### src/verilog/moving_var_pkg.sv
`default_nettype none

package moving_var_pkg;

    // ##########################################################################
    // window fill state
    // ##########################################################################

    typedef enum logic {
        FILLING,                                // window not yet written through
        FULL                                    // every slot holds a live sample
    } fill_state_t;

    // ##########################################################################
    // defaults for the top level
    // ##########################################################################

    localparam int DEFAULT_SAMPLE_WIDTH = 16;   // bits per signed sample
    localparam int DEFAULT_LOG2_WINDOW  = 4;    // 16 sample window

endpackage

`default_nettype wire

### src/verilog/window_stats_if.sv
`timescale 1ns/1ps
`default_nettype none

interface window_stats_if #(
    parameter int SAMPLE_WIDTH = 16
) ();

    typedef logic signed [SAMPLE_WIDTH-1:0]   sample_t;
    typedef logic signed [2*SAMPLE_WIDTH-1:0] square_t;

    sample_t mean;                              // window sum >>> log2 window
    square_t mean_sq;                           // sum of squares >>> log2 window
    logic    valid;                             // one per window update
    logic    full;                              // only meaningful with valid

    modport source (
        output mean, mean_sq, valid, full
    );

    modport sink (
        input mean, mean_sq, valid, full
    );

endinterface

`default_nettype wire
### src/verilog/moving_var_top.sv
`timescale 1ns/1ps
`default_nettype none

module moving_var_top #(
    parameter int SAMPLE_WIDTH = moving_var_pkg::DEFAULT_SAMPLE_WIDTH,
    parameter int LOG2_WINDOW  = moving_var_pkg::DEFAULT_LOG2_WINDOW
) (
    input  wire                              clk,
    input  wire                              arst_n,
    input  wire signed [SAMPLE_WIDTH-1:0]    din,
    input  wire                              din_valid,
    output logic signed [SAMPLE_WIDTH-1:0]   mean,
    output logic signed [2*SAMPLE_WIDTH-1:0] variance,
    output logic                             dout_valid
);

    logic signed [SAMPLE_WIDTH-1:0]   sq_sample;
    logic signed [2*SAMPLE_WIDTH-1:0] sq_square;
    logic                             sq_valid;

    window_stats_if #(.SAMPLE_WIDTH(SAMPLE_WIDTH)) stats_if ();

    // ##########################################################################
    // din -> squarer (3) -> averager (1) -> combiner (4)
    // ##########################################################################

    sample_squarer #(
        .SAMPLE_WIDTH (SAMPLE_WIDTH)
    ) sample_squarer_i (
        .clk       (clk),
        .arst_n    (arst_n),
        .din       (din),
        .din_valid (din_valid),
        .sq_sample (sq_sample),
        .sq_square (sq_square),
        .sq_valid  (sq_valid)
    );

    window_averager #(
        .SAMPLE_WIDTH (SAMPLE_WIDTH),
        .LOG2_WINDOW  (LOG2_WINDOW)
    ) window_averager_i (
        .clk       (clk),
        .arst_n    (arst_n),
        .sq_sample (sq_sample),
        .sq_square (sq_square),
        .sq_valid  (sq_valid),
        .stats     (stats_if.source)
    );

    variance_combiner #(
        .SAMPLE_WIDTH (SAMPLE_WIDTH),
        .LOG2_WINDOW  (LOG2_WINDOW)
    ) variance_combiner_i (
        .clk        (clk),
        .arst_n     (arst_n),
        .stats      (stats_if.sink),
        .mean       (mean),
        .variance   (variance),
        .dout_valid (dout_valid)
    );

endmodule

`default_nettype wire

### src/verilog/sample_squarer.sv
`timescale 1ns/1ps
`default_nettype none

module sample_squarer #(
    parameter int SAMPLE_WIDTH = 16
) (
    input  wire                             clk,
    input  wire                             arst_n,
    input  wire signed [SAMPLE_WIDTH-1:0]   din,
    input  wire                             din_valid,
    output logic signed [SAMPLE_WIDTH-1:0]  sq_sample,
    output logic signed [2*SAMPLE_WIDTH-1:0] sq_square,
    output logic                            sq_valid
);

    typedef logic signed [SAMPLE_WIDTH-1:0]   sample_t;
    typedef logic signed [2*SAMPLE_WIDTH-1:0] square_t;

    localparam int STAGES = 3;

    sample_t           smp_pipe [STAGES];       // sample rides beside the product
    square_t           prod_s2;
    square_t           prod_s3;
    logic [STAGES-1:0] vld_pipe;

    // ##########################################################################
    // valid delay line
    // ##########################################################################

    always_ff @(posedge clk or negedge arst_n) begin
        if (!arst_n) begin
            vld_pipe <= '0;
        end else begin
            vld_pipe <= {vld_pipe[STAGES-2:0], din_valid};
        end
    end

    // ##########################################################################
    // data path
    // ##########################################################################

    always_ff @(posedge clk) begin
        smp_pipe[0] <= din;                     // stage 1, input register
        for (int i = 1; i < STAGES; i++) begin
            smp_pipe[i] <= smp_pipe[i-1];
        end
        prod_s2 <= smp_pipe[0] * smp_pipe[0];   // stage 2, multiply
        prod_s3 <= prod_s2;                     // stage 3, output register
    end

    assign sq_sample = smp_pipe[STAGES-1];
    assign sq_square = prod_s3;
    assign sq_valid  = vld_pipe[STAGES-1];

    // a square of the most negative sample still fits below the sign bit
    a_square_sign: assert property (
        @(posedge clk) disable iff (!arst_n)
        sq_valid |-> !sq_square[2*SAMPLE_WIDTH-1]
    ) else $error("sample_squarer: negative square %0d", sq_square);

endmodule

`default_nettype wire

### src/verilog/variance_combiner.sv
`timescale 1ns/1ps
`default_nettype none

module variance_combiner #(
    parameter int SAMPLE_WIDTH = 16,
    parameter int LOG2_WINDOW  = 4
) (
    input  wire                              clk,
    input  wire                              arst_n,
    window_stats_if.sink                     stats,
    output logic signed [SAMPLE_WIDTH-1:0]   mean,
    output logic signed [2*SAMPLE_WIDTH-1:0] variance,
    output logic                             dout_valid
);

    typedef logic signed [SAMPLE_WIDTH-1:0]   sample_t;
    typedef logic signed [2*SAMPLE_WIDTH-1:0] square_t;
    typedef logic [LOG2_WINDOW:0]             cnt_t;

    localparam int STAGES     = 3;
    localparam int WINDOW_LEN = 2**LOG2_WINDOW;

    sample_t           mean_pipe [STAGES];
    square_t           mean_sq_pipe [STAGES];
    square_t           msq_s2;                  // mean squared, stage 2
    square_t           msq_s3;
    logic [STAGES-1:0] vld_pipe;
    logic [STAGES-1:0] full_pipe;
    cnt_t              xfer_cnt;                // stats transfers, saturating

    // ##########################################################################
    // control
    // ##########################################################################

    always_ff @(posedge clk or negedge arst_n) begin
        if (!arst_n) begin
            vld_pipe   <= '0;
            full_pipe  <= '0;
            dout_valid <= 1'b0;
            xfer_cnt   <= '0;
        end else begin
            vld_pipe   <= {vld_pipe[STAGES-2:0], stats.valid};
            full_pipe  <= {full_pipe[STAGES-2:0], stats.full};
            dout_valid <= vld_pipe[STAGES-1] & full_pipe[STAGES-1];
            if (stats.valid && xfer_cnt != cnt_t'(WINDOW_LEN)) begin
                xfer_cnt <= xfer_cnt + 1'b1;
            end
        end
    end

    // ##########################################################################
    // mean squarer and subtract
    // ##########################################################################

    always_ff @(posedge clk) begin
        mean_pipe[0]    <= stats.mean;
        mean_sq_pipe[0] <= stats.mean_sq;
        for (int i = 1; i < STAGES; i++) begin
            mean_pipe[i]    <= mean_pipe[i-1];
            mean_sq_pipe[i] <= mean_sq_pipe[i-1];
        end
        msq_s2   <= mean_pipe[0] * mean_pipe[0];
        msq_s3   <= msq_s2;
        variance <= mean_sq_pipe[STAGES-1] - msq_s3;
        mean     <= mean_pipe[STAGES-1];
    end

    // full from the averager may not come before a whole window has passed
    a_full_after_window: assert property (
        @(posedge clk) disable iff (!arst_n)
        (stats.valid && stats.full) |-> (xfer_cnt >= cnt_t'(WINDOW_LEN - 1))
    ) else $error("variance_combiner: full after only %0d transfers", xfer_cnt);

    // a floored negative mean may push the variance just below zero
    a_variance_sign: assert property (
        @(posedge clk) disable iff (!arst_n)
        (dout_valid && !mean[SAMPLE_WIDTH-1]) |-> !variance[2*SAMPLE_WIDTH-1]
    ) else $error("variance_combiner: negative variance %0d", variance);

endmodule

`default_nettype wire

### src/verilog/window_averager.sv
`timescale 1ns/1ps
`default_nettype none

module window_averager #(
    parameter int SAMPLE_WIDTH = 16,
    parameter int LOG2_WINDOW  = 4
) (
    input  wire                              clk,
    input  wire                              arst_n,
    input  wire signed [SAMPLE_WIDTH-1:0]    sq_sample,
    input  wire signed [2*SAMPLE_WIDTH-1:0]  sq_square,
    input  wire                              sq_valid,
    window_stats_if.source                   stats
);

    typedef logic signed [SAMPLE_WIDTH-1:0]               sample_t;
    typedef logic signed [2*SAMPLE_WIDTH-1:0]             square_t;
    typedef logic signed [SAMPLE_WIDTH+LOG2_WINDOW-1:0]   sum_t;
    typedef logic signed [2*SAMPLE_WIDTH+LOG2_WINDOW-1:0] sumsq_t;
    typedef logic [LOG2_WINDOW-1:0]                       ptr_t;
    typedef logic [LOG2_WINDOW:0]                         cnt_t;

    localparam int WINDOW_LEN = 2**LOG2_WINDOW;

    sample_t                     smp_mem [WINDOW_LEN];
    square_t                     sqr_mem [WINDOW_LEN];
    ptr_t                        wr_ptr;        // also points at the oldest entry
    cnt_t                        fill_cnt;
    moving_var_pkg::fill_state_t fill_state;
    logic                        fills_now;
    sum_t                        sum_q;
    sum_t                        sum_next;
    sumsq_t                      sumsq_q;
    sumsq_t                      sumsq_next;
    sample_t                     old_sample;
    square_t                     old_square;
    sum_t                        mean_wide;
    sumsq_t                      mean_sq_wide;

    // ##########################################################################
    // running sums
    // ##########################################################################

    always_comb begin
        if (fill_state == moving_var_pkg::FULL) begin
            old_sample = smp_mem[wr_ptr];
            old_square = sqr_mem[wr_ptr];
        end else begin
            old_sample = '0;                    // empty slot, nothing to drop
            old_square = '0;
        end
        sum_next     = sum_q + sum_t'(sq_sample) - sum_t'(old_sample);
        sumsq_next   = sumsq_q + sumsq_t'(sq_square) - sumsq_t'(old_square);
        mean_wide    = sum_next >>> LOG2_WINDOW;    // floors toward -inf
        mean_sq_wide = sumsq_next >>> LOG2_WINDOW;
    end

    assign fills_now = (fill_cnt == cnt_t'(WINDOW_LEN - 1));

    always_ff @(posedge clk or negedge arst_n) begin
        if (!arst_n) begin
            wr_ptr      <= '0;
            fill_cnt    <= '0;
            fill_state  <= moving_var_pkg::FILLING;
            sum_q       <= '0;
            sumsq_q     <= '0;
            stats.valid <= 1'b0;
            stats.full  <= 1'b0;
        end else begin
            stats.valid <= sq_valid;
            if (sq_valid) begin
                wr_ptr     <= wr_ptr + 1'b1;
                sum_q      <= sum_next;
                sumsq_q    <= sumsq_next;
                stats.full <= (fill_state == moving_var_pkg::FULL) || fills_now;
                case (fill_state)
                    moving_var_pkg::FILLING: begin
                        fill_cnt <= fill_cnt + 1'b1;
                        if (fills_now) begin
                            fill_state <= moving_var_pkg::FULL;
                        end
                    end
                    default: begin
                        fill_state <= moving_var_pkg::FULL;
                    end
                endcase
            end
        end
    end

    always_ff @(posedge clk) begin
        if (sq_valid) begin
            smp_mem[wr_ptr] <= sq_sample;       // overwrites the entry just read
            sqr_mem[wr_ptr] <= sq_square;
            stats.mean      <= mean_wide[SAMPLE_WIDTH-1:0];
            stats.mean_sq   <= mean_sq_wide[2*SAMPLE_WIDTH-1:0];
        end
    end

    // counter and state machine must agree on when the window is full
    a_fill_cnt: assert property (
        @(posedge clk) disable iff (!arst_n)
        fill_cnt <= cnt_t'(WINDOW_LEN) &&
        ((fill_state == moving_var_pkg::FULL) == (fill_cnt == cnt_t'(WINDOW_LEN)))
    ) else $error("window_averager: fill count %0d in state %s", fill_cnt, fill_state.name());

endmodule

`default_nettype wire

### config.mk
export PLATFORM = sky130hd
export DESIGN_NAME = moving_var_top
export DESIGN_NICKNAME = d
export VERILOG_FILES = /design/src/verilog/moving_var_pkg.sv /design/src/verilog/window_stats_if.sv /design/src/verilog/moving_var_top.sv /design/src/verilog/sample_squarer.sv /design/src/verilog/variance_combiner.sv /design/src/verilog/window_averager.sv
export SDC_FILE = /design/constraint.sdc
export NUM_CORES = 2
export LEC_CHECK = 0
export ABC_AREA = 1
export BUFFER_PORTS_ARGS = -buffer_cell sky130_fd_sc_hd__buf_2
export CORE_MARGIN = 4
export CORE_UTILIZATION = 48
export CTS_CLUSTER_DIAMETER = 150
export CTS_CLUSTER_SIZE = 24
export DETAILED_ROUTE_END_ITERATION = 16
export GPL_TIMING_DRIVEN = 0
export HOLD_SLACK_MARGIN = 0.02
export PLACE_DENSITY = 0.77
export SLEW_MARGIN = 20
export SYNTH_ARGS = -nofsm -noshare
export SYNTH_HDL_FRONTEND = slang
export SYNTH_SLANG_ARGS = --single-unit
### constraint.sdc
create_clock -name clk -period 5.63 [get_ports clk]
set_input_delay 0.563 -clock clk [delete_from_list [all_inputs] [get_ports clk]]
set_output_delay 0.563 -clock clk [all_outputs]
set_load 0.01 [all_outputs]
==> impl_metrics.tcl <==
set metrics [dict create \
    hold_depth 0 \
    clock-skew-final_ns 0.0538 \
    end_kind "flip-flop" \
    seq_area_mm2 0.0328 \
    cp_slowest_cell "fa_2" \
    fmax_mhz 180 \
    maxSlewHeadroom_pct 32.2 \
    grt_pass1_vias 47731 \
    criticalPathCategory "flip-flop to flip-flop" \
    min_from "sample_squarer_i.smp_pipe[0][20]$_DFF_P_" \
    min_path_type "flip-flop to flip-flop" \
    cp_max_fo 5 \
    outcome "finished, final reports clean" \
    syn_area_mm2 0.0665 \
    drt_first_pass_iters 8 \
    num_io_pins 68 \
    die_area_mm2 0.145 \
    rr_startpoint "sample_squarer_i.smp_pipe[0][15]$_DFF_P_" \
    cts_max_level 2 \
    synthToLayoutAreaGrowth_pct 12.0 \
    critical-path-top-delay-family "adder cells" \
    ff2ff_setup_slack_ns 0.06 \
    layout-drive-gt1-share_pct 11.1 \
    port_buffers 67 \
    setup_viol 0 \
    period_share_pct 98.9 \
    via_count 46976 \
    async_reset_ff_share_pct 6.31 \
    reg2reg_depth 19 \
    syn_avg_cell_area_um2 10.4 \
    worstSkewPairLatency_ns 0.73 \
    wl_per_cell_um 21.7 \
    clock_sinks 1221 \
    grt-ovfl-total 0 \
    route.detailed.drc 0 \
    drtIter0Drc 4993 \
    ys_ff_latch 1221 \
    maxCapViolCount 0 \
    nets 7480 \
    tritoncts "built" \
    period_needed_ns 5.57 \
    critPathArrivalTime_ns 6.18 \
    hold_viol 0 \
    yosys_warnings 0 \
    start_kind "flip-flop" \
    cts_buffers 57 \
    synth-seq-area-share_pct 49.1 \
    netlist_instances 6401 \
    grt_pass1_wl_um 278000 \
    synth_edf_count 784 \
    worst_pin_slew_ns 1.02 \
    chipHeight_um 380 \
    core_mm2 0.138 \
    slew_viol_final 0 \
    cp.buffers_inverters 6 \
    post-route-util_pct 54.1 \
    die_w_um 380 \
    avgViaCountPerCell 5.52 \
    track_usage_pct 25.1 \
    rows 136 \
    grt_max_degree 56 \
    multi_input_comb_area_mm2 0.0297 \
    root_buffer "clkbuf_16" \
    drt_wl_total_um 185000 \
    cp_slowest_stage_delay_ns 0.61 \
    hold_path_end "sample_squarer_i.smp_pipe[0][36]$_DFF_P_" \
    ant_nets 0 \
    hpwlAfterDp_um 138000 \
    gp_congestion 0.983 \
    antenna_found_initial 1 \
    clkTransAtPathRegs_ns 0.09 \
    worstReg2RegEnd "sample_squarer_i.prod_s2[25]$_DFF_P_" \
    initial_core_util_pct 48.3 \
    syn_nets 7219 \
    nFillCells 11500 \
    ys_types 55 \
    cts_buffer_depth 3 \
    required_ns 6.24 \
    rsz0062_at_grt "true" \
    crit_chain "buf_8 -> buf_12 -> nand2_1 -> inv_2 -> fa_2 -> buf_4 -> fa_1 -> fa_2 -> fa_1 -> fa_1 -> inv_1 -> fa_2 -> inv_2 -> ha_4 -> a21oi_2 -> o21ai_1 -> a21oi_1 -> nand3_2 -> xor2_2" \
    ys.flop_type "edfxtp_1" \
]
==> worst register-to-register path: cells and delay by family, from the launching register on <==
kind            cells  cell delay (ns)
flops               1             0.40
xor+xnor            1             0.20
simple gates        2             0.18
fa+ha+maj           7             3.46
buf+inv             6             0.63
compound gates      3             0.60
==> logic make-up after synthesis <==
group / after synthesis / share of synthesized area, %
flip-flops: 1221 / 49.1
buffers and inverters: 1404 / 8.22
adder cells (fa/ha/maj): 799 / 20.9
AND/OR/NAND/NOR: 1876 / 11.3
other: 1 / 0.00564
AO/OA/AOI/OAI: 952 / 8.50
XOR/XNOR: 147 / 1.93
multiplexers: 1 / 0.0169
==> cells in the mapped netlist (4+ instances only) <==
library cell,number,area [µm²]
o21ai_1,14,70.1
xor2_1,108,946
nand3_1,132,661
buf_6,10,113
inv_1,1179,4430
nand3b_1,13,97.6
a31oi_1,9,56.3
a41oi_2,41,667
buf_2,37,185
o22ai_1,182,1140
fa_1,519,10400
dfxtp_1,360,7210
nand2_1,1004,3770
dfrtp_1,77,1930
a31o_2,5,43.8
nor3_2,5,50.1
nor2_1,605,2270
o21bai_1,27,203
nand4_1,34,213
clkbuf_1,142,533
buf_4,19,143
xnor2_1,39,342
ha_1,280,3500
and2_1,27,169
or2_2,9,56.3
a21oi_1,165,826
inv_2,4,15.0
buf_1,8,30.0
a21o_1,17,128
o21ai_0,473,2370
nor3_1,33,165
o211ai_1,4,30.0
edfxtp_1,784,23500
==> metrics by stage <==
| stage | cell area, µm² | cells | setup WS [ns] | hold slack [ns] | TNS (ns) |
|---|---|---|---|---|---|
| after floorplan | 66500 | 6401 | -0.00428 | 0.267 | -0.00428 |
| after global placement | 69100 | 8262 | -1.81 | 0.310 | -1169.20 |
| after detailed placement | 70100 | 8298 | -1.29 | 0.312 | -38.03 |
| after CTS | 73000 | 8416 | 0.00183 | 0.324 | 0 |
| after global routing | 74500 | 8503 | -0.0968 | 0.324 | -0.796 |
| final | 74500 | 8504 | 0.0624 | 0.326 | 0 |
==> how the worst max path moves through the flow <==
stage	start	to	cells past startpoint
2_1_floorplan	variance_combiner_i.mean_pipe[0][15]$_DFF_P_	variance_combiner_i.msq_s2[28]$_DFF_P_	22
3_3_place_gp	sample_squarer_i.vld_pipe[2]$_DFF_PN0_	window_averager_i.sqr_mem[7][12]$_DFFE_PP_	3
3_5_place_dp	variance_combiner_i.mean_pipe[0][5]$_DFF_P_	variance_combiner_i.msq_s2[31]$_DFF_P_	21
4_1_cts	sample_squarer_i.smp_pipe[0][6]$_DFF_P_	sample_squarer_i.prod_s2[24]$_DFF_P_	20
5_1_grt	sample_squarer_i.smp_pipe[0][8]$_DFF_P_	sample_squarer_i.prod_s2[31]$_DFF_P_	24
6_report	sample_squarer_i.smp_pipe[0][15]$_DFF_P_	sample_squarer_i.prod_s2[25]$_DFF_P_	19
==> cells in the final DEF, fill, tap and decap left out, types with 76 or more instances in the layout <==
master / Yosys / layout
nor2_1: 605 / 568
fa_1: 519 / 488
clkbuf_1: 142 / 122
inv_1: 1179 / 1147
buf_4: 19 / 109
nand3_1: 132 / 125
buf_2: 37 / 103
nand2_1: 1004 / 956
o21ai_0: 473 / 456
o22ai_1: 182 / 182
dfxtp_1: 360 / 328
dfrtp_1: 77 / 76
xor2_1: 108 / 93
edfxtp_1: 784 / 784
ha_1: 280 / 243
a21oi_1: 165 / 142
==> layer usage <==
| layer | routed length (µm) | up-vias | global-route usage [%] |
|---|---|---|---|
| li1 | - | 21053 | - |
| met1 | 65500 | 22728 | 30.2 |
| met2 | 90900 | 2612 | 43.3 |
| met3 | 17300 | 583 | 4.35 |
| met4 | 10900 | 0 | 12.7 |
| met5 | 0 | - | 0.0331 |
==> flip-flops by register name, indices dropped and copies added (netlist names), 20 cells and up <==
name,cells
window_averager_i.smp_mem,256
sample_squarer_i.smp_pipe,46
variance_combiner_i.msq_s2,30
window_averager_i.sqr_mem,480
variance_combiner_i.mean_pipe,47
window_averager_i.sumsq_q,36
sample_squarer_i.sq_square,31
variance_combiner_i.msq_s3,31
variance_combiner_i.variance,32
window_averager_i.stats.mean_sq,32
variance_combiner_i.mean_sq_pipe,96
window_averager_i.sum_q,20
sample_squarer_i.prod_s2,31
==> cell type report <==
type,instances,share of cell area (%)
multi-input cells,3776,39.8
well taps,1794,3.01
clock inverters,5,0.144
repair buffers,221,2.96
flip-flops and latches,1221,44.0
diodes,2,0.00671
plain buffers,199,1.95
clock buffers,100,2.13
inverters,1186,6.00
==> timing repair <==
item                                    in CTS  in global routing
hold endpoints to repair                    41                  0
hold buffers                                18                  0
resized for setup                          277                275
pin swaps                                   17                106
setup buffers                                8                 91
endpoints found under the setup margin      46                 45
cloned                                       0                  1
Power is not shown: default switching activity piles up to over one toggle a cycle in this logic, so the estimate is an artifact.
